File: config.mk
export PLATFORM = sky130hd
export DESIGN_NAME = dot_engine_top
export DESIGN_NICKNAME = d
export VERILOG_FILES = /design/src/mac_types_pkg.sv /design/src/dot_stream_pkg.sv /design/src/dot_engine_top.sv /design/src/dot_sequencer.sv /design/src/dot_ingress.sv /design/src/mac16_accum.sv
export VERILOG_INCLUDE_DIRS = /design/src
export SDC_FILE = /design/constraint.sdc
export NUM_CORES = 1
export LEC_CHECK = 0
export BUFFER_PORTS_ARGS = -buffer_cell sky130_fd_sc_hd__buf_2
export CAP_MARGIN = 20
export CORE_ASPECT_RATIO = 1.25
export CORE_UTILIZATION = 65
export DETAILED_ROUTE_END_ITERATION = 10
export PLACE_DENSITY = 0.86
export SLEW_MARGIN = 20
export SYNTH_ARGS = -nofsm -noshare
export SYNTH_HDL_FRONTEND = slang
export SYNTH_SLANG_ARGS = --single-unit
File: constraint.sdc
create_clock -name clk -period 18.64 [get_ports clk]
set_clock_uncertainty 0.05 [all_clocks]
set_input_delay 0.932 -clock clk [delete_from_list [all_inputs] [get_ports clk]]
set_output_delay 0.932 -clock clk [all_outputs]
set_load 0.05 [all_outputs]
File: src/dot_config.svh
`ifndef DOT_CONFIG_SVH
`define DOT_CONFIG_SVH

// ##########################################################
// Input channel
// ##########################################################

// Queue depth, also the credits the sender holds after reset.
`define DOT_IN_CREDITS 4

// ##########################################################
// Output channel and MAC pipeline
// ##########################################################

// Results the receiver can take before it returns credits.
`define DOT_OUT_CREDITS 2

// Edges from the last pair pop until the accumulator is final.
`define DOT_DRAIN_CYCLES 2

`endif
File: src/mac_types_pkg.sv
package mac_types_pkg;

    // ##########################################################
    // Widths of the 16x16 multiply-accumulate datapath
    // ##########################################################

    localparam int MAC_OPERAND_W = 16;
    localparam int MAC_ACC_W     = 32;

    // One signed operand as it enters the A or B register.
    typedef logic signed [MAC_OPERAND_W-1:0] mac_operand_t;

    // Full-width signed product of two operands.
    typedef logic signed [2*MAC_OPERAND_W-1:0] mac_product_t;

    // Accumulator and final sum. Wraps modulo 2^32 like the hard tile.
    typedef logic signed [MAC_ACC_W-1:0] mac_acc_t;

endpackage

File: src/dot_stream_pkg.sv
package dot_stream_pkg;

    import mac_types_pkg::*;

    // ##########################################################
    // Input word, decoded as a header or as an operand pair
    // ##########################################################

    typedef struct packed {
        logic [7:0]  tag;
        logic [7:0]  length;   // Number of pairs that follow.
        logic [15:0] reserved;
    } dot_header_t;

    typedef struct packed {
        mac_operand_t a;
        mac_operand_t b;
    } dot_pair_t;

    typedef union packed {
        dot_header_t header;
        dot_pair_t   pair;
    } dot_payload_u;

    typedef struct packed {
        logic         is_header; // Selects which view of the payload applies.
        dot_payload_u payload;
    } dot_word_t;

    // One record per vector on the output channel.
    typedef struct packed {
        logic [7:0] tag;
        logic [7:0] length;
        mac_acc_t   sum;
    } dot_result_t;

endpackage

File: src/dot_engine_top.sv
`timescale 1ns/1ns

module dot_engine_top
    import dot_stream_pkg::*;
(
    input  logic        clk,
    input  logic        i_rst,
    input  logic        i_in_valid,
    input  dot_word_t   i_in_word,
    output logic        o_in_credit,
    output logic        o_res_valid,
    output dot_result_t o_res,
    input  logic        i_res_credit,
    output logic        o_fmt_err
);

    logic      q_valid;
    dot_word_t q_word;
    logic      q_pop;

    // Credit-based input queue.
    dot_ingress i_dot_ingress (
        .clk      (clk),
        .i_rst    (i_rst),
        .i_valid  (i_in_valid),
        .i_word   (i_in_word),
        .i_pop    (q_pop),
        .o_valid  (q_valid),
        .o_word   (q_word),
        .o_credit (o_in_credit)
    );

    // Vector FSM with the MAC block inside.
    dot_sequencer i_dot_sequencer (
        .clk          (clk),
        .i_rst        (i_rst),
        .i_q_valid    (q_valid),
        .i_q_word     (q_word),
        .o_q_pop      (q_pop),
        .i_res_credit (i_res_credit),
        .o_res_valid  (o_res_valid),
        .o_res        (o_res),
        .o_fmt_err    (o_fmt_err)
    );

endmodule

File: src/dot_sequencer.sv
`timescale 1ns/1ns
`include "dot_config.svh"

module dot_sequencer
    import mac_types_pkg::*;
    import dot_stream_pkg::*;
(
    input  logic        clk,
    input  logic        i_rst,
    input  logic        i_q_valid,
    input  dot_word_t   i_q_word,
    output logic        o_q_pop,
    input  logic        i_res_credit,
    output logic        o_res_valid,
    output dot_result_t o_res,
    output logic        o_fmt_err
);

    localparam int OCNT_W  = $clog2(`DOT_OUT_CREDITS + 1);
    localparam int DRAIN_W = $clog2(`DOT_DRAIN_CYCLES + 1);

    typedef enum logic [1:0] {ST_HEADER, ST_PAIRS, ST_DRAIN, ST_ISSUE} state_t;

    state_t             state;
    logic [7:0]         len_left;
    logic [DRAIN_W-1:0] drain_cnt;
    logic [OCNT_W-1:0]  out_cred;
    dot_result_t        res_q;
    logic               fmt_err_q;
    logic               hdr_in;
    logic               pair_in;
    logic               res_fire;
    logic               mac_clr;
    logic               mac_ce;
    mac_operand_t       mac_a;
    mac_operand_t       mac_b;
    mac_acc_t           mac_acc;

    assign hdr_in   = i_q_valid && i_q_word.is_header;
    assign pair_in  = i_q_valid && !i_q_word.is_header;
    assign o_q_pop  = i_q_valid && (state == ST_HEADER || state == ST_PAIRS);
    assign mac_clr  = (state == ST_HEADER) && hdr_in;  // Clear at the header pop.
    assign mac_ce   = (state == ST_PAIRS) && pair_in;
    assign mac_a    = i_q_word.payload.pair.a;
    assign mac_b    = i_q_word.payload.pair.b;
    assign res_fire = (state == ST_ISSUE) && (out_cred != '0);

    assign o_res_valid = res_fire;
    assign o_res       = res_q;
    assign o_fmt_err   = fmt_err_q;

    mac16_accum i_mac16_accum (
        .clk   (clk),
        .i_rst (i_rst),
        .i_clr (mac_clr),
        .i_ce  (mac_ce),
        .i_a   (mac_a),
        .i_b   (mac_b),
        .o_acc (mac_acc)
    );

    // ##########################################################
    // Vector FSM
    // ##########################################################

    always_ff @(posedge clk) begin
        if (i_rst) begin
            state     <= ST_HEADER;
            len_left  <= '0;
            drain_cnt <= '0;
            fmt_err_q <= 1'b0;
        end else begin
            case (state)
                ST_HEADER: begin
                    if (hdr_in) begin
                        len_left <= i_q_word.payload.header.length;
                        if (i_q_word.payload.header.length == '0) begin
                            drain_cnt <= '0;            // Sum of a cleared MAC.
                            state     <= ST_DRAIN;
                        end else begin
                            state <= ST_PAIRS;
                        end
                    end else if (pair_in) begin
                        fmt_err_q <= 1'b1;              // Stray pair is dropped.
                    end
                end
                ST_PAIRS: begin
                    if (pair_in) begin
                        len_left <= len_left - 1'b1;
                        if (len_left == 8'd1) begin
                            drain_cnt <= DRAIN_W'(`DOT_DRAIN_CYCLES - 1);
                            state     <= ST_DRAIN;
                        end
                    end else if (hdr_in) begin
                        fmt_err_q <= 1'b1;
                    end
                end
                ST_DRAIN: begin
                    if (drain_cnt == '0) begin
                        state <= ST_ISSUE;
                    end else begin
                        drain_cnt <= drain_cnt - 1'b1;
                    end
                end
                ST_ISSUE: begin
                    if (res_fire) begin
                        state <= ST_HEADER;
                    end
                end
                default: state <= ST_HEADER;
            endcase
        end
    end

    // Result record is filled in two steps: tag and length at the header,
    // sum once the last product has settled.
    always_ff @(posedge clk) begin
        if (mac_clr) begin
            res_q.tag    <= i_q_word.payload.header.tag;
            res_q.length <= i_q_word.payload.header.length;
        end
        if (state == ST_DRAIN && drain_cnt == '0) begin
            res_q.sum <= mac_acc;
        end
    end

    // Spent and returned credits can meet in one cycle and cancel.
    always_ff @(posedge clk) begin
        if (i_rst) begin
            out_cred <= OCNT_W'(`DOT_OUT_CREDITS);
        end else if (i_res_credit && !res_fire) begin
            out_cred <= out_cred + 1'b1;
        end else if (res_fire && !i_res_credit) begin
            out_cred <= out_cred - 1'b1;
        end
    end

endmodule

File: src/dot_ingress.sv
`timescale 1ns/1ns
`include "dot_config.svh"

module dot_ingress
    import dot_stream_pkg::*;
(
    input  logic      clk,
    input  logic      i_rst,
    input  logic      i_valid,
    input  dot_word_t i_word,
    input  logic      i_pop,
    output logic      o_valid,
    output dot_word_t o_word,
    output logic      o_credit
);

    localparam int DEPTH = `DOT_IN_CREDITS;
    localparam int PTR_W = $clog2(DEPTH);
    localparam int CNT_W = $clog2(DEPTH + 1);

    dot_word_t        mem [DEPTH];
    logic [PTR_W-1:0] wr_ptr;
    logic [PTR_W-1:0] rd_ptr;
    logic [CNT_W-1:0] count;
    logic             pop;
    logic             credit_q;

    assign o_valid  = (count != '0);
    assign o_word   = mem[rd_ptr];
    assign pop      = i_pop && o_valid;        // Only a real word is consumed.
    assign o_credit = credit_q;

    // ##########################################################
    // Storage
    // ##########################################################

    // The sender spends a credit per word, so a write never finds the
    // queue full.
    always_ff @(posedge clk) begin
        if (i_valid) begin
            mem[wr_ptr] <= i_word;
        end
    end

    // ##########################################################
    // Pointers, occupancy and credit return
    // ##########################################################

    always_ff @(posedge clk) begin
        if (i_rst) begin
            wr_ptr   <= '0;
            rd_ptr   <= '0;
            count    <= '0;
            credit_q <= 1'b0;
        end else begin
            credit_q <= pop;                   // One credit back per pop.

            if (i_valid) begin
                wr_ptr <= wr_ptr + 1'b1;       // Depth is a power of two.
            end

            if (pop) begin
                rd_ptr <= rd_ptr + 1'b1;
            end

            if (i_valid && !pop) begin
                count <= count + 1'b1;
            end else if (pop && !i_valid) begin
                count <= count - 1'b1;
            end
        end
    end

endmodule

File: src/mac16_accum.sv
`timescale 1ns/1ns

module mac16_accum
    import mac_types_pkg::*;
(
    input  logic         clk,
    input  logic         i_rst,
    input  logic         i_clr,
    input  logic         i_ce,
    input  mac_operand_t i_a,
    input  mac_operand_t i_b,
    output mac_acc_t     o_acc
);

    mac_operand_t a_q;
    mac_operand_t b_q;
    logic         prod_vld;
    mac_product_t product;
    mac_acc_t     acc_q;

    // ##########################################################
    // Input register stage
    // ##########################################################

    always_ff @(posedge clk) begin
        if (i_rst || i_clr) begin
            a_q      <= '0;
            b_q      <= '0;
            prod_vld <= 1'b0;
        end else begin
            prod_vld <= i_ce;                  // Marks a fresh pair in A and B.
            if (i_ce) begin
                a_q <= i_a;
                b_q <= i_b;
            end
        end
    end

    assign product = a_q * b_q;                // Both operands signed.

    // ##########################################################
    // Accumulator stage
    // ##########################################################

    // A pair captured at one edge lands in the accumulator at the next,
    // so back-to-back pairs overlap across the two stages.
    always_ff @(posedge clk) begin
        if (i_rst || i_clr) begin
            acc_q <= '0;
        end else if (prod_vld) begin
            acc_q <= acc_q + product;          // Wraps modulo 2^32.
        end
    end

    assign o_acc = acc_q;

endmodule

==> results of run 1 <==
==> power groups by stage <==
| stage | Combinational (mW) | Sequential, mW | Clock (mW) |
|---|---|---|---|
| after floorplan | 0.296 | 0.882 | 0 |
| after global placement | 0.504 | 0.793 | 0 |
| after detailed placement | 0.516 | 0.796 | 0 |
| after CTS | 0.525 | 0.786 | 0.574 |
| after global routing | 0.561 | 0.796 | 0.594 |
| final | 0.525 | 0.789 | 0.566 |
==> per-layer routing <==
metal | wire length [µm] | GRT usage [%] | vias to the layer above
li1 | - | - | 5917
met1 | 16600 | 36.0 | 6727
met2 | 24500 | 52.9 | 608
met3 | 3230 | 3.94 | 145
met4 | 2200 | 13.8 | 0
met5 | 0 | 0 | -
==> path summary, 6_finish.rpt <==
check             slack (ps)                                     from                                      end
hold reg to reg          410  i_dot_sequencer.i_mac16_accum.o_acc[15]                i_dot_sequencer.o_res[15]
hold / removal           410  i_dot_sequencer.i_mac16_accum.o_acc[15]                i_dot_sequencer.o_res[15]
setup / recovery       11410    i_dot_sequencer.i_mac16_accum.a_q[15]  i_dot_sequencer.i_mac16_accum.o_acc[31]
setup reg to reg       11410    i_dot_sequencer.i_mac16_accum.a_q[15]  i_dot_sequencer.i_mac16_accum.o_acc[31]
==> critical path, delay by kind of cell (launching register included) <==
family / cells / cell delay, ps
buffers and inverters: 5 / 540
adder cells (fa/ha/maj): 7 / 3600
AO/OA/AOI/OAI: 2 / 610
AND/OR/NAND/NOR: 7 / 1630
flip-flops: 1 / 720
==> stage by stage <==
| step | setup slack [ps] | cells |
|---|---|---|
| global route | 11170 | 2307 |
| CTS | 11530 | 2307 |
| finish | 11410 | 2307 |
| floorplan | 12630 | 1823 |
| global placement | 11650 | 2259 |
| detailed placement | 11590 | 2259 |
==> logic make-up (layout without fill, tap and decap cells) <==
group | after synthesis | after routing
buf+inv | 400 | 477
xor+xnor | 40 | 40
fa+ha+maj | 405 | 405
compound gates | 156 | 156
simple gates | 498 | 498
flops | 270 | 270
mux | 54 | 54
==> flip-flops by register name, indices dropped and copies added, names as in the netlist, named ones only <==
| register | count |
|---|---|
| i_dot_sequencer.o_res | 48 |
| i_dot_ingress.o_credit | 1 |
| i_dot_sequencer.i_mac16_accum.a_q | 16 |
| i_dot_ingress.mem | 132 |
| i_dot_sequencer.i_mac16_accum.prod_vld | 1 |
| i_dot_ingress.count | 3 |
| i_dot_sequencer.o_fmt_err | 1 |
| i_dot_sequencer.state | 2 |
| i_dot_sequencer.i_mac16_accum.o_acc | 32 |
| i_dot_ingress.wr_ptr | 2 |
| i_dot_sequencer.drain_cnt | 2 |
| i_dot_sequencer.out_cred | 2 |
| i_dot_sequencer.len_left | 8 |
| i_dot_sequencer.i_mac16_accum.b_q | 16 |
| i_dot_ingress.rd_ptr | 2 |
==> area by class of cell <==
| type | instances | area, µm² | share of cell area, % |
|---|---|---|---|
| Sequential cell | 270 | 7210 | 32.2 |
| Clock inverter | 13 | 188 | 0.838 |
| Tap cell | 407 | 509 | 2.27 |
| Multi-Input combinational cell | 1153 | 12000 | 53.6 |
| Timing Repair Buffer | 97 | 510 | 2.28 |
| Clock buffer | 35 | 734 | 3.28 |
| Inverter | 332 | 1250 | 5.56 |
==> synth_stat cells (3+ instances only) <==
library cell,n,area [µm²]
sky130_fd_sc_hd__xor2_1,9,78.8
sky130_fd_sc_hd__fa_1,293,5870
sky130_fd_sc_hd__a21oi_1,65,325
sky130_fd_sc_hd__clkbuf_1,56,210
sky130_fd_sc_hd__buf_1,5,18.8
sky130_fd_sc_hd__ha_1,112,1400
sky130_fd_sc_hd__and2_1,134,838
sky130_fd_sc_hd__nand2_1,210,788
sky130_fd_sc_hd__nor2_1,68,255
sky130_fd_sc_hd__nand2b_1,18,113
sky130_fd_sc_hd__or3_1,7,43.8
sky130_fd_sc_hd__nand4b_1,4,35.0
sky130_fd_sc_hd__xnor2_1,31,272
sky130_fd_sc_hd__o22ai_1,3,18.8
sky130_fd_sc_hd__buf_2,4,20.0
sky130_fd_sc_hd__o21ai_1,11,55.1
sky130_fd_sc_hd__o21bai_1,3,22.5
sky130_fd_sc_hd__nand4_1,4,25.0
sky130_fd_sc_hd__o21a_1,5,37.5
sky130_fd_sc_hd__nand3b_1,11,82.6
sky130_fd_sc_hd__o21ai_0,21,105
sky130_fd_sc_hd__mux2i_1,21,210
sky130_fd_sc_hd__mux4_2,33,743
sky130_fd_sc_hd__nand3_1,16,80.1
sky130_fd_sc_hd__dfxtp_1,90,1800
sky130_fd_sc_hd__a21o_1,11,82.6
sky130_fd_sc_hd__edfxtp_1,180,5410
sky130_fd_sc_hd__nor3_1,8,40.0
sky130_fd_sc_hd__a31oi_1,4,25.0
sky130_fd_sc_hd__inv_1,332,1250
sky130_fd_sc_hd__a211oi_1,14,105
==> results.py, run 1 <==
metrics = {
    "pwr": {
        "max-vdd-ir-drop_mv": 0.140,
        "cell_pwr_density_mw_per_mm2": 83.9,
        "power.switching_fraction_pct": 35.1,
        "overall_power_of_the_completed_layout_mw": 1.88,
        "leakage_nw": 9.84,
        "power.clock.fraction_pct": 30.1,
        "power.switching_mw": 0.660,
        "power_report.internal_total_mw": 1.22,
        "combPwrFrac_pct": 27.9,
        "pwr-share-seq_pct": 42.0,
    },
    "cells_and_area": {
        "final_common_cell": "sky130_fd_sc_hd__inv_1",
        "antenna_cells_inserted": 0,
        "final_net_count": 2322,
        "most-common-layout-cells": "332 x sky130_fd_sc_hd__inv_1, 293 x sky130_fd_sc_hd__fa_1, 210 x sky130_fd_sc_hd__nand2_1",
        "nFillCells": 2118,
        "finish.instance_area_mm2": 0.0224,
        "drive_above_1_share_pct": 9.89,
        "layout.core_utilization_pct": 71.9,
        "area_growth_syn_to_layout_pct": 8.06,
    },
    "drt": {
        "drtIter0Drc": 1015,
        "firstDrtPassIters": 5,
        "totalWireLength_um": 46600,
        "routedWlPerCell_um": 20.2,
        "drcViolationCount": 0,
        "via_per_inst": 5.81,
        "drtAntennaViolNets": 0,
        "via_count": 13400,
    },
    "logic_synthesis": {
        "syn_inst": 1823,
        "synthAdderAreaFrac_pct": 35.1,
        "synth_simple_gate_area_share_pct": 11.9,
        "synth_warnings": 0,
        "seq_area_frac_synth_pct": 34.8,
        "count_of_state_elements_after_synthesis": 270,
        "synth_ff_type": "sky130_fd_sc_hd__edfxtp_1",
        "mappedNetlistArea_mm2": 0.0207,
        "async_flop_share_pct": 0,
        "synthXorXnorAreaFrac_pct": 1.69,
        "synth_compound_gate_area_share_pct": 4.65,
        "ys_types": 64,
        "count_of_flip_flops_with_a_built_in_enable_after_synthesis": 180,
        "synth_top_family_by_area": "adder cells",
        "average_footprint_of_a_synthesized_cell_um2": 11.4,
        "postSynthNetCount": 2265,
        "fraction_of_synthesized_area_in_multiplexers_pct": 4.60,
    },
    "timing": {
        "setup_viol_count_final": 0,
        "finalHoldViolCount": 0,
        "rsz0062_at_grt": "false",
        "final.hold.worst_slack_ps": 412,
        "fmax_mhz": 138,
        "period_needed_ps": 7230,
        "timing_max_transition_violations_final": 0,
        "max_slew_margin_pct": 38.7,
        "max_slew.worst_pin.slew_ps": 919,
        "post-route-period-util_pct": 38.8,
        "fin_tns_setup_ps": 0,
    },
    "critical_path": {
        "critical_path_arrival_ps": 7680,
        "reg2reg_depth": 21,
        "start_kind": "flop",
        "critical-path-max-stage-delay_ps": 800,
        "cp.required_ps": 19090,
        "critical-path-slowest-cell": "sky130_fd_sc_hd__fa_1",
        "crit_path_end_kind": "flop",
        "timing.critical_path.mode_cell": "sky130_fd_sc_hd__fa_1",
        "critical_path.max_fanout": 17,
        "worstPathCellList": "nand2_1 > inv_1 > fa_1 > fa_1 > inv_1 > fa_1 > inv_1 > fa_1 > fa_1 > inv_1 > fa_1 > inv_1 > ha_1 > and2_1 > nand4_1 > nor2_1 > o211ai_1 > a21oi_1 > nor3_1 > or4b_1 > nand3_1",
        "critPathKind": "flop to flop",
    },
    "clock_tree": {
        "tritoncts": "built",
        "ctsRootBufferMaster": "sky130_fd_sc_hd__clkbuf_16",
        "cts_setup_buffers": 0,
        "cts_hold_repair.buffers": 0,
        "clock_sinks": 270,
        "cts.path.max_buffers": 3,
        "cts_max_level": 1,
        "worstSkewPairLatency_ps": 560,
        "worst_setup_hold_path_clk_slew_ps": 70,
        "cts_repair_resize_count": 0,
        "tritoncts.num_buffers": 26,
    },
    "die": {
        "floorplan.die_area_mm2": 0.0326,
        "core_mm2": 0.0312,
        "boundaryPins": 88,
        "start_util_pct": 66.5,
        "die_width_um": 162,
        "height_of_the_die_um": 202,
        "num_rows": 72,
    },
    "placed_design": {
        "placement.io_buffers": 87,
        "placed_cell_area_mm2": 0.0215,
        "place.detailed.hpwl_um": 34100,
        "placer_congestion_estimate": 0.925,
    },
    "hold_path": {
        "whs_path_depth": 0,
        "hold_path.class": "flop to flop",
    },
    "global_routing": {
        "wire_length_of_the_first_global_routing_pass_um": 74000,
        "pin_count_of_the_biggest_net_entering_global_routing": 62,
        "gr-usage-all-layers_pct": 29.8,
        "first_global_vias": 14400,
        "number_of_antenna_violations_at_the_first_check_in_global_routing": 0,
        "grt.overflow.total": 0,
    },
    "flow_run": {
        "max_capacitance_violation_count": 0,
    },
    "outcome": {
        "outcome": "finished clean",
    },
}
Note: power is estimated with default switching activity, not from simulation.
==> run 2: changes to the inputs <==
--- a/config.mk
+++ b/config.mk
@@ -9,9 +9,9 @@
 export BUFFER_PORTS_ARGS = -buffer_cell sky130_fd_sc_hd__buf_2
 export CAP_MARGIN = 20
 export CORE_ASPECT_RATIO = 1.25
-export CORE_UTILIZATION = 65
+export CORE_UTILIZATION = 57
 export DETAILED_ROUTE_END_ITERATION = 10
-export PLACE_DENSITY = 0.86
+export PLACE_DENSITY = 0.81
 export SLEW_MARGIN = 20
 export SYNTH_ARGS = -nofsm -noshare
 export SYNTH_HDL_FRONTEND = slang
==> constraint.sdc (replaced) <==
create_clock -name clk -period 6.6 [get_ports clk]
set_clock_uncertainty 0.05 [all_clocks]
set_input_delay 0.33 -clock clk [delete_from_list [all_inputs] [get_ports clk]]
set_output_delay 0.33 -clock clk [all_outputs]
set_load 0.05 [all_outputs]
==> run 2 against run 1 <==
Compared with the run above:
- fmax is 14% higher
- wire length grew 0.99%
- sequential cell count is the same
- sequential power increased to 2.8 times the previous value
- core utilization shrank 7.3 points
- first-iteration DRC count shrank 19%
- critical path type unchanged
- clock power rose to 2.8 times the previous value
- critical endpoint is now i_dot_sequencer.i_mac16_accum.o_acc[26]
- via count rose by 1.5%
- non-clock buffer count rose by 52
==> results.py, run 2 (synthesized netlist as in run 1, its figures left out) <==
metrics = {
    "cells_and_area": {
        "multi_input_comb_area_mm2": 0.0120,
        "final_net_count": 2373,
        "largest_reg_flops": 132,
        "area_growth_syn_to_layout_pct": 10.8,
        "nFillCells": 2582,
        "final_common_cell": "sky130_fd_sc_hd__inv_1",
        "final_cell_count_no_fill": 2425,
        "layout.core_utilization_pct": 64.6,
        "largest_reg_by_ff_count": "i_dot_ingress.mem",
        "drive_above_1_share_pct": 11.3,
        "sequential_cell_area_mm2": 0.00722,
        "most-common-layout-cells": "332 x sky130_fd_sc_hd__inv_1, 293 x sky130_fd_sc_hd__fa_1, 210 x sky130_fd_sc_hd__nand2_1",
    },
    "timing": {
        "period_needed_ps": 6340,
        "setup_viol_count_final": 0,
        "fmax_mhz": 158,
        "fin_tns_setup_ps": 0,
        "final.hold.worst_slack_ps": 74.2,
        "rsz0062_at_grt": "false",
        "timing_max_transition_violations_final": 0,
        "max_slew_margin_pct": 35.3,
        "finalHoldViolCount": 0,
        "post-route-period-util_pct": 96.1,
        "max_slew.worst_pin.slew_ps": 971,
    },
    "clock_tree": {
        "worst_setup_hold_path_clk_slew_ps": 70,
        "cts.path.max_buffers": 3,
        "cts_max_level": 1,
        "tritoncts.num_buffers": 25,
        "ctsRootBufferMaster": "sky130_fd_sc_hd__clkbuf_16",
        "clock_sinks": 270,
        "worstSkewPairLatency_ps": 570,
        "tritoncts": "built",
    },
    "die": {
        "height_of_the_die_um": 215,
        "start_util_pct": 58.3,
        "boundaryPins": 88,
        "num_rows": 77,
        "core_mm2": 0.0356,
        "floorplan.die_area_mm2": 0.0371,
        "die_width_um": 173,
    },
    "critical_path": {
        "cp.required_ps": 7000,
        "critical_path_arrival_ps": 6740,
        "critPathKind": "flop to flop",
        "start_kind": "flop",
        "critical_path.max_fanout": 10,
        "crit_path_end_kind": "flop",
    },
    "placed_design": {
        "place.detailed.instances": 2345,
        "placement.io_buffers": 87,
        "placer_congestion_estimate": 0.892,
        "place.detailed.hpwl_um": 33600,
    },
    "drt": {
        "via_per_inst": 5.61,
        "via_count": 13600,
        "totalWireLength_um": 47000,
        "routedWlPerCell_um": 19.4,
        "drtIter0Drc": 825,
        "firstDrtPassIters": 7,
        "drtAntennaViolNets": 0,
        "drcViolationCount": 0,
    },
    "flow_run": {
        "max_capacitance_violation_count": 0,
    },
    "hold_path": {
        "hold_path.class": "input port to flop",
    },
    "global_routing": {
        "number_of_antenna_violations_at_the_first_check_in_global_routing": 1,
        "first_global_vias": 14800,
        "grt.overflow.total": 0,
        "gr-usage-all-layers_pct": 26.0,
        "pin_count_of_the_biggest_net_entering_global_routing": 45,
        "wire_length_of_the_first_global_routing_pass_um": 75400,
    },
    "pwr": {
        "max-vdd-ir-drop_mv": 0.323,
        "overall_power_of_the_completed_layout_mw": 5.33,
        "leakage_nw": 10.1,
        "cell_pwr_density_mw_per_mm2": 232,
    },
    "outcome": {
        "outcome": "finished clean",
    },
}
## run 2: worst max-delay path, stage by stage, from the launching register on
cell and delay (ps):
sky130_fd_sc_hd__dfxtp_1 520, sky130_fd_sc_hd__buf_4 270, sky130_fd_sc_hd__nand2_1 90, sky130_fd_sc_hd__fa_1 500
sky130_fd_sc_hd__fa_1 590, sky130_fd_sc_hd__fa_1 470, sky130_fd_sc_hd__fa_1 550, sky130_fd_sc_hd__inv_1 50
sky130_fd_sc_hd__fa_1 510, sky130_fd_sc_hd__fa_1 420, sky130_fd_sc_hd__ha_1 340, sky130_fd_sc_hd__a21oi_1 150
sky130_fd_sc_hd__o21ai_1 100, sky130_fd_sc_hd__a211oi_2 310, sky130_fd_sc_hd__buf_4 210, sky130_fd_sc_hd__a21oi_1 130
sky130_fd_sc_hd__o21ai_1 280, sky130_fd_sc_hd__o21ai_1 130, sky130_fd_sc_hd__and4_1 220, sky130_fd_sc_hd__a311o_1 310
## run 2: per-layer routing
metal,GRT usage [%],vias to the layer above,share of wire [%]
met5,0,-,0
met4,13.3,0,4.9
met3,3.52,143,5.7
met2,47.9,514,54
met1,29.3,6906,35
li1,-,6033,-
## run 2: final cells by class
class | instances | area share, %
inverters | 332 | 5.43
clock inverters | 15 | 0.801
clock buffers | 31 | 3.14
diodes | 1 | 0.0109
multi-input cells | 1153 | 52.3
flip-flops and latches | 270 | 31.5
well taps | 474 | 2.58
repair buffers | 149 | 4.28
## run 2: worst paths after layout
kind,startpoint,cells after the start,to,slack (ps)
setup / recovery,i_dot_sequencer.i_mac16_accum.a_q[9],19,i_dot_sequencer.i_mac16_accum.o_acc[26],260
hold / removal,i_in_valid,3,i_dot_ingress.wr_ptr[1],70
setup reg to reg,i_dot_sequencer.i_mac16_accum.a_q[9],19,i_dot_sequencer.i_mac16_accum.o_acc[26],260
hold reg to reg,i_dot_sequencer.i_mac16_accum.o_acc[11],0,i_dot_sequencer.o_res[11],430
## run 2: report_power, final
| group | leakage (nW) | switching (mW) | internal (mW) |
|---|---|---|---|
| combinational | 7.24 | 1.05 | 0.486 |
| sequential | 2.40 | 0.175 | 2.04 |
| clock | 0.441 | 0.675 | 0.905 |
## run 2: per-stage QoR
step	instance area, µm²	worst slack, ps
after global placement	21700	229
after floorplan	20700	590
final	23000	260
after CTS	22900	114
after global routing	23000	7.76
after detailed placement	21700	132
## run 2: what timing repair did
| item | CTS | global route |
|---|---|---|
| hold endpoints to repair | 132 | 0 |
| setup buffers | 0 | 0 |
| resized for setup | 0 | 11 |
| setup endpoints to repair | 0 | 8 |
| hold buffers | 33 | 0 |
==> run 3: changes to the inputs <==
--- a/config.mk
+++ b/config.mk
@@ -9,9 +9,9 @@
 export BUFFER_PORTS_ARGS = -buffer_cell sky130_fd_sc_hd__buf_2
 export CAP_MARGIN = 20
 export CORE_ASPECT_RATIO = 1.25
-export CORE_UTILIZATION = 57
+export CORE_UTILIZATION = 65
 export DETAILED_ROUTE_END_ITERATION = 10
-export PLACE_DENSITY = 0.81
+export PLACE_DENSITY = 0.86
 export SLEW_MARGIN = 20
 export SYNTH_ARGS = -nofsm -noshare
 export SYNTH_HDL_FRONTEND = slang
==> constraint.sdc (replaced) <==
create_clock -name clk -period 7.3 [get_ports clk]
set_clock_uncertainty 0.05 [all_clocks]
set_input_delay 0.365 -clock clk [delete_from_list [all_inputs] [get_ports clk]]
set_output_delay 0.365 -clock clk [all_outputs]
set_load 0.05 [all_outputs]
==> run 3 against run 2 <==
Compared with the run above:
- register-to-register slack improved by 90 ps
- critical endpoint is now i_dot_sequencer.i_mac16_accum.o_acc[31]
- sequential share of layout area grew 0.12 points
- fmax fell by 8.7%
- via count grew 2.4%
- first-iteration DRC count grew 49%
- cell count shrank 2.8%
- wire length increased by 6.1%
- die area shrank 12%
- non-clock buffer count shrank 2
- worst setup slack better by 94 ps
==> results.py, run 3 (synthesized netlist as in run 1, its figures left out) <==
metrics = {
    "drt": {
        "totalWireLength_um": 49900,
        "via_per_inst": 5.91,
        "via_count": 13900,
        "drtIter0Drc": 1228,
        "routedWlPerCell_um": 21.1,
        "drcViolationCount": 0,
        "drtAntennaViolNets": 0,
        "firstDrtPassIters": 5,
    },
    "critical_path": {
        "worstPathCellList": "and2_1 > fa_1 > fa_1 > inv_1 > fa_1 > inv_1 > fa_1 > fa_1 > inv_1 > fa_1 > inv_1 > ha_1 > and2_1 > nand4_1 > nor2_1 > o211ai_1 > a21oi_1 > nor3_1 > or4b_1 > nand3_1",
        "crit_path_end_kind": "flop",
        "start_kind": "flop",
        "critical_path.max_fanout": 17,
        "critical-path-max-stage-delay_ps": 760,
        "cp.required_ps": 7750,
        "critical-path-slowest-cell": "sky130_fd_sc_hd__fa_1",
        "timing.critical_path.mode_cell": "sky130_fd_sc_hd__fa_1",
        "critical_path_arrival_ps": 7400,
        "critPathKind": "flop to flop",
    },
    "timing": {
        "post-route-period-util_pct": 95.2,
        "final.hold.worst_slack_ps": 170,
        "fmax_mhz": 144,
        "max_slew_margin_pct": 23.2,
        "fin_tns_setup_ps": 0,
        "period_needed_ps": 6950,
        "setup_viol_count_final": 0,
        "rsz0062_at_grt": "false",
        "max_slew.worst_pin.slew_ps": 1150,
        "timing_max_transition_violations_final": 0,
        "setup_slack_ps": 354,
        "finalHoldViolCount": 0,
    },
    "global_routing": {
        "pin_count_of_the_biggest_net_entering_global_routing": 44,
        "grt.overflow.total": 0,
        "gr-usage-all-layers_pct": 32.1,
        "number_of_antenna_violations_at_the_first_check_in_global_routing": 0,
        "first_global_vias": 15100,
        "wire_length_of_the_first_global_routing_pass_um": 79600,
    },
    "clock_tree": {
        "cts_max_level": 1,
        "ctsRootBufferMaster": "sky130_fd_sc_hd__clkbuf_16",
        "worstSkewPairLatency_ps": 570,
        "tritoncts.num_buffers": 27,
        "tritoncts": "built",
        "clock_sinks": 270,
        "cts_setup_buffers": 0,
        "cts.path.max_buffers": 3,
        "worst_setup_hold_path_clk_slew_ps": 60,
    },
    "die": {
        "core_mm2": 0.0312,
        "height_of_the_die_um": 202,
        "num_rows": 72,
        "floorplan.die_area_mm2": 0.0326,
        "start_util_pct": 66.5,
        "boundaryPins": 88,
        "die_width_um": 162,
    },
    "placed_design": {
        "dp_slack_ps": 438,
        "place.detailed.hpwl_um": 34900,
        "placement.io_buffers": 87,
        "placer_congestion_estimate": 0.944,
    },
    "flow_run": {
        "max_capacitance_violation_count": 0,
    },
    "cells_and_area": {
        "largest_reg_flops": 132,
        "largest_reg_by_ff_count": "i_dot_ingress.mem",
        "final_net_count": 2373,
        "final_common_cell": "sky130_fd_sc_hd__inv_1",
        "drive_above_1_share_pct": 10.7,
        "area_growth_syn_to_layout_pct": 10.2,
        "most-common-layout-cells": "332 x sky130_fd_sc_hd__inv_1, 293 x sky130_fd_sc_hd__fa_1, 210 x sky130_fd_sc_hd__nand2_1",
    },
    "pwr": {
        "cell_pwr_density_mw_per_mm2": 213,
        "max-vdd-ir-drop_mv": 0.359,
        "leakage_nw": 10.1,
    },
    "outcome": {
        "outcome": "finished clean",
    },
    "hold_path": {
        "hold_path.class": "input port to flop",
    },
}
[run 3: cell type report]
type	count	area [µm²]
Sequential cell	270	7220
Clock inverter	13	190
Tap cell	407	509
Fill cell	2030	8320
Inverter	332	1250
Clock buffer	35	716
Timing Repair Buffer	147	968
Multi-Input combinational cell	1153	12000
Antenna cell	1	2.50
[run 3: per-stage QoR]
step / power [mW] / utilization [%] / instances / cell area [µm²]
6_report: 4.87 / 73.3 / 2358 / 22900
2_1_floorplan: 3.01 / - / 1823 / 20700
4_1_cts: 4.83 / 73.3 / 2357 / 22800
3_3_place_gp: 3.33 / 69.3 / 2276 / 21600
5_1_grt: 5.04 / 73.3 / 2357 / 22800
3_5_place_dp: 3.37 / 69.3 / 2276 / 21600
[run 3: what timing repair did]
action                     4_1_cts  5_1_grt
hold endpoints to repair       132        0
hold buffers                    33        0
setup endpoints to repair        0        1
resized for setup                0        5
[run 3: worst paths after layout]
| path | depth (start not counted) | slack, ps | startpoint | to |
|---|---|---|---|---|
| setup reg to reg | 20 | 350 | i_dot_sequencer.i_mac16_accum.b_q[3] | i_dot_sequencer.i_mac16_accum.o_acc[31] |
| setup / recovery | 20 | 350 | i_dot_sequencer.i_mac16_accum.b_q[3] | i_dot_sequencer.i_mac16_accum.o_acc[31] |
| hold / removal | 3 | 170 | i_in_valid | i_dot_ingress.wr_ptr[0] |
| hold reg to reg | 0 | 410 | i_dot_sequencer.i_mac16_accum.o_acc[15] | i_dot_sequencer.o_res[15] |
[run 3: power by group]
group	internal, mW	total [mW]	switching [mW]
sequential	1.85	2.00	0.155
clock	0.837	1.44	0.608
combinational	0.442	1.42	0.978
[run 3: metal layers]
layer | wire, µm | track usage (%)
met5 | 0 | 0
met3 | 3640 | 4.54
met4 | 2650 | 16.0
met2 | 26300 | 56.8
met1 | 17300 | 38.4
[run 3: critical path, delay by kind of cell (launching register included)]
family          cells  cell delay [ps]
simple gates        7             1540
flops               1              750
fa+ha+maj           7             3590
buf+inv             4              360
compound gates      2              590
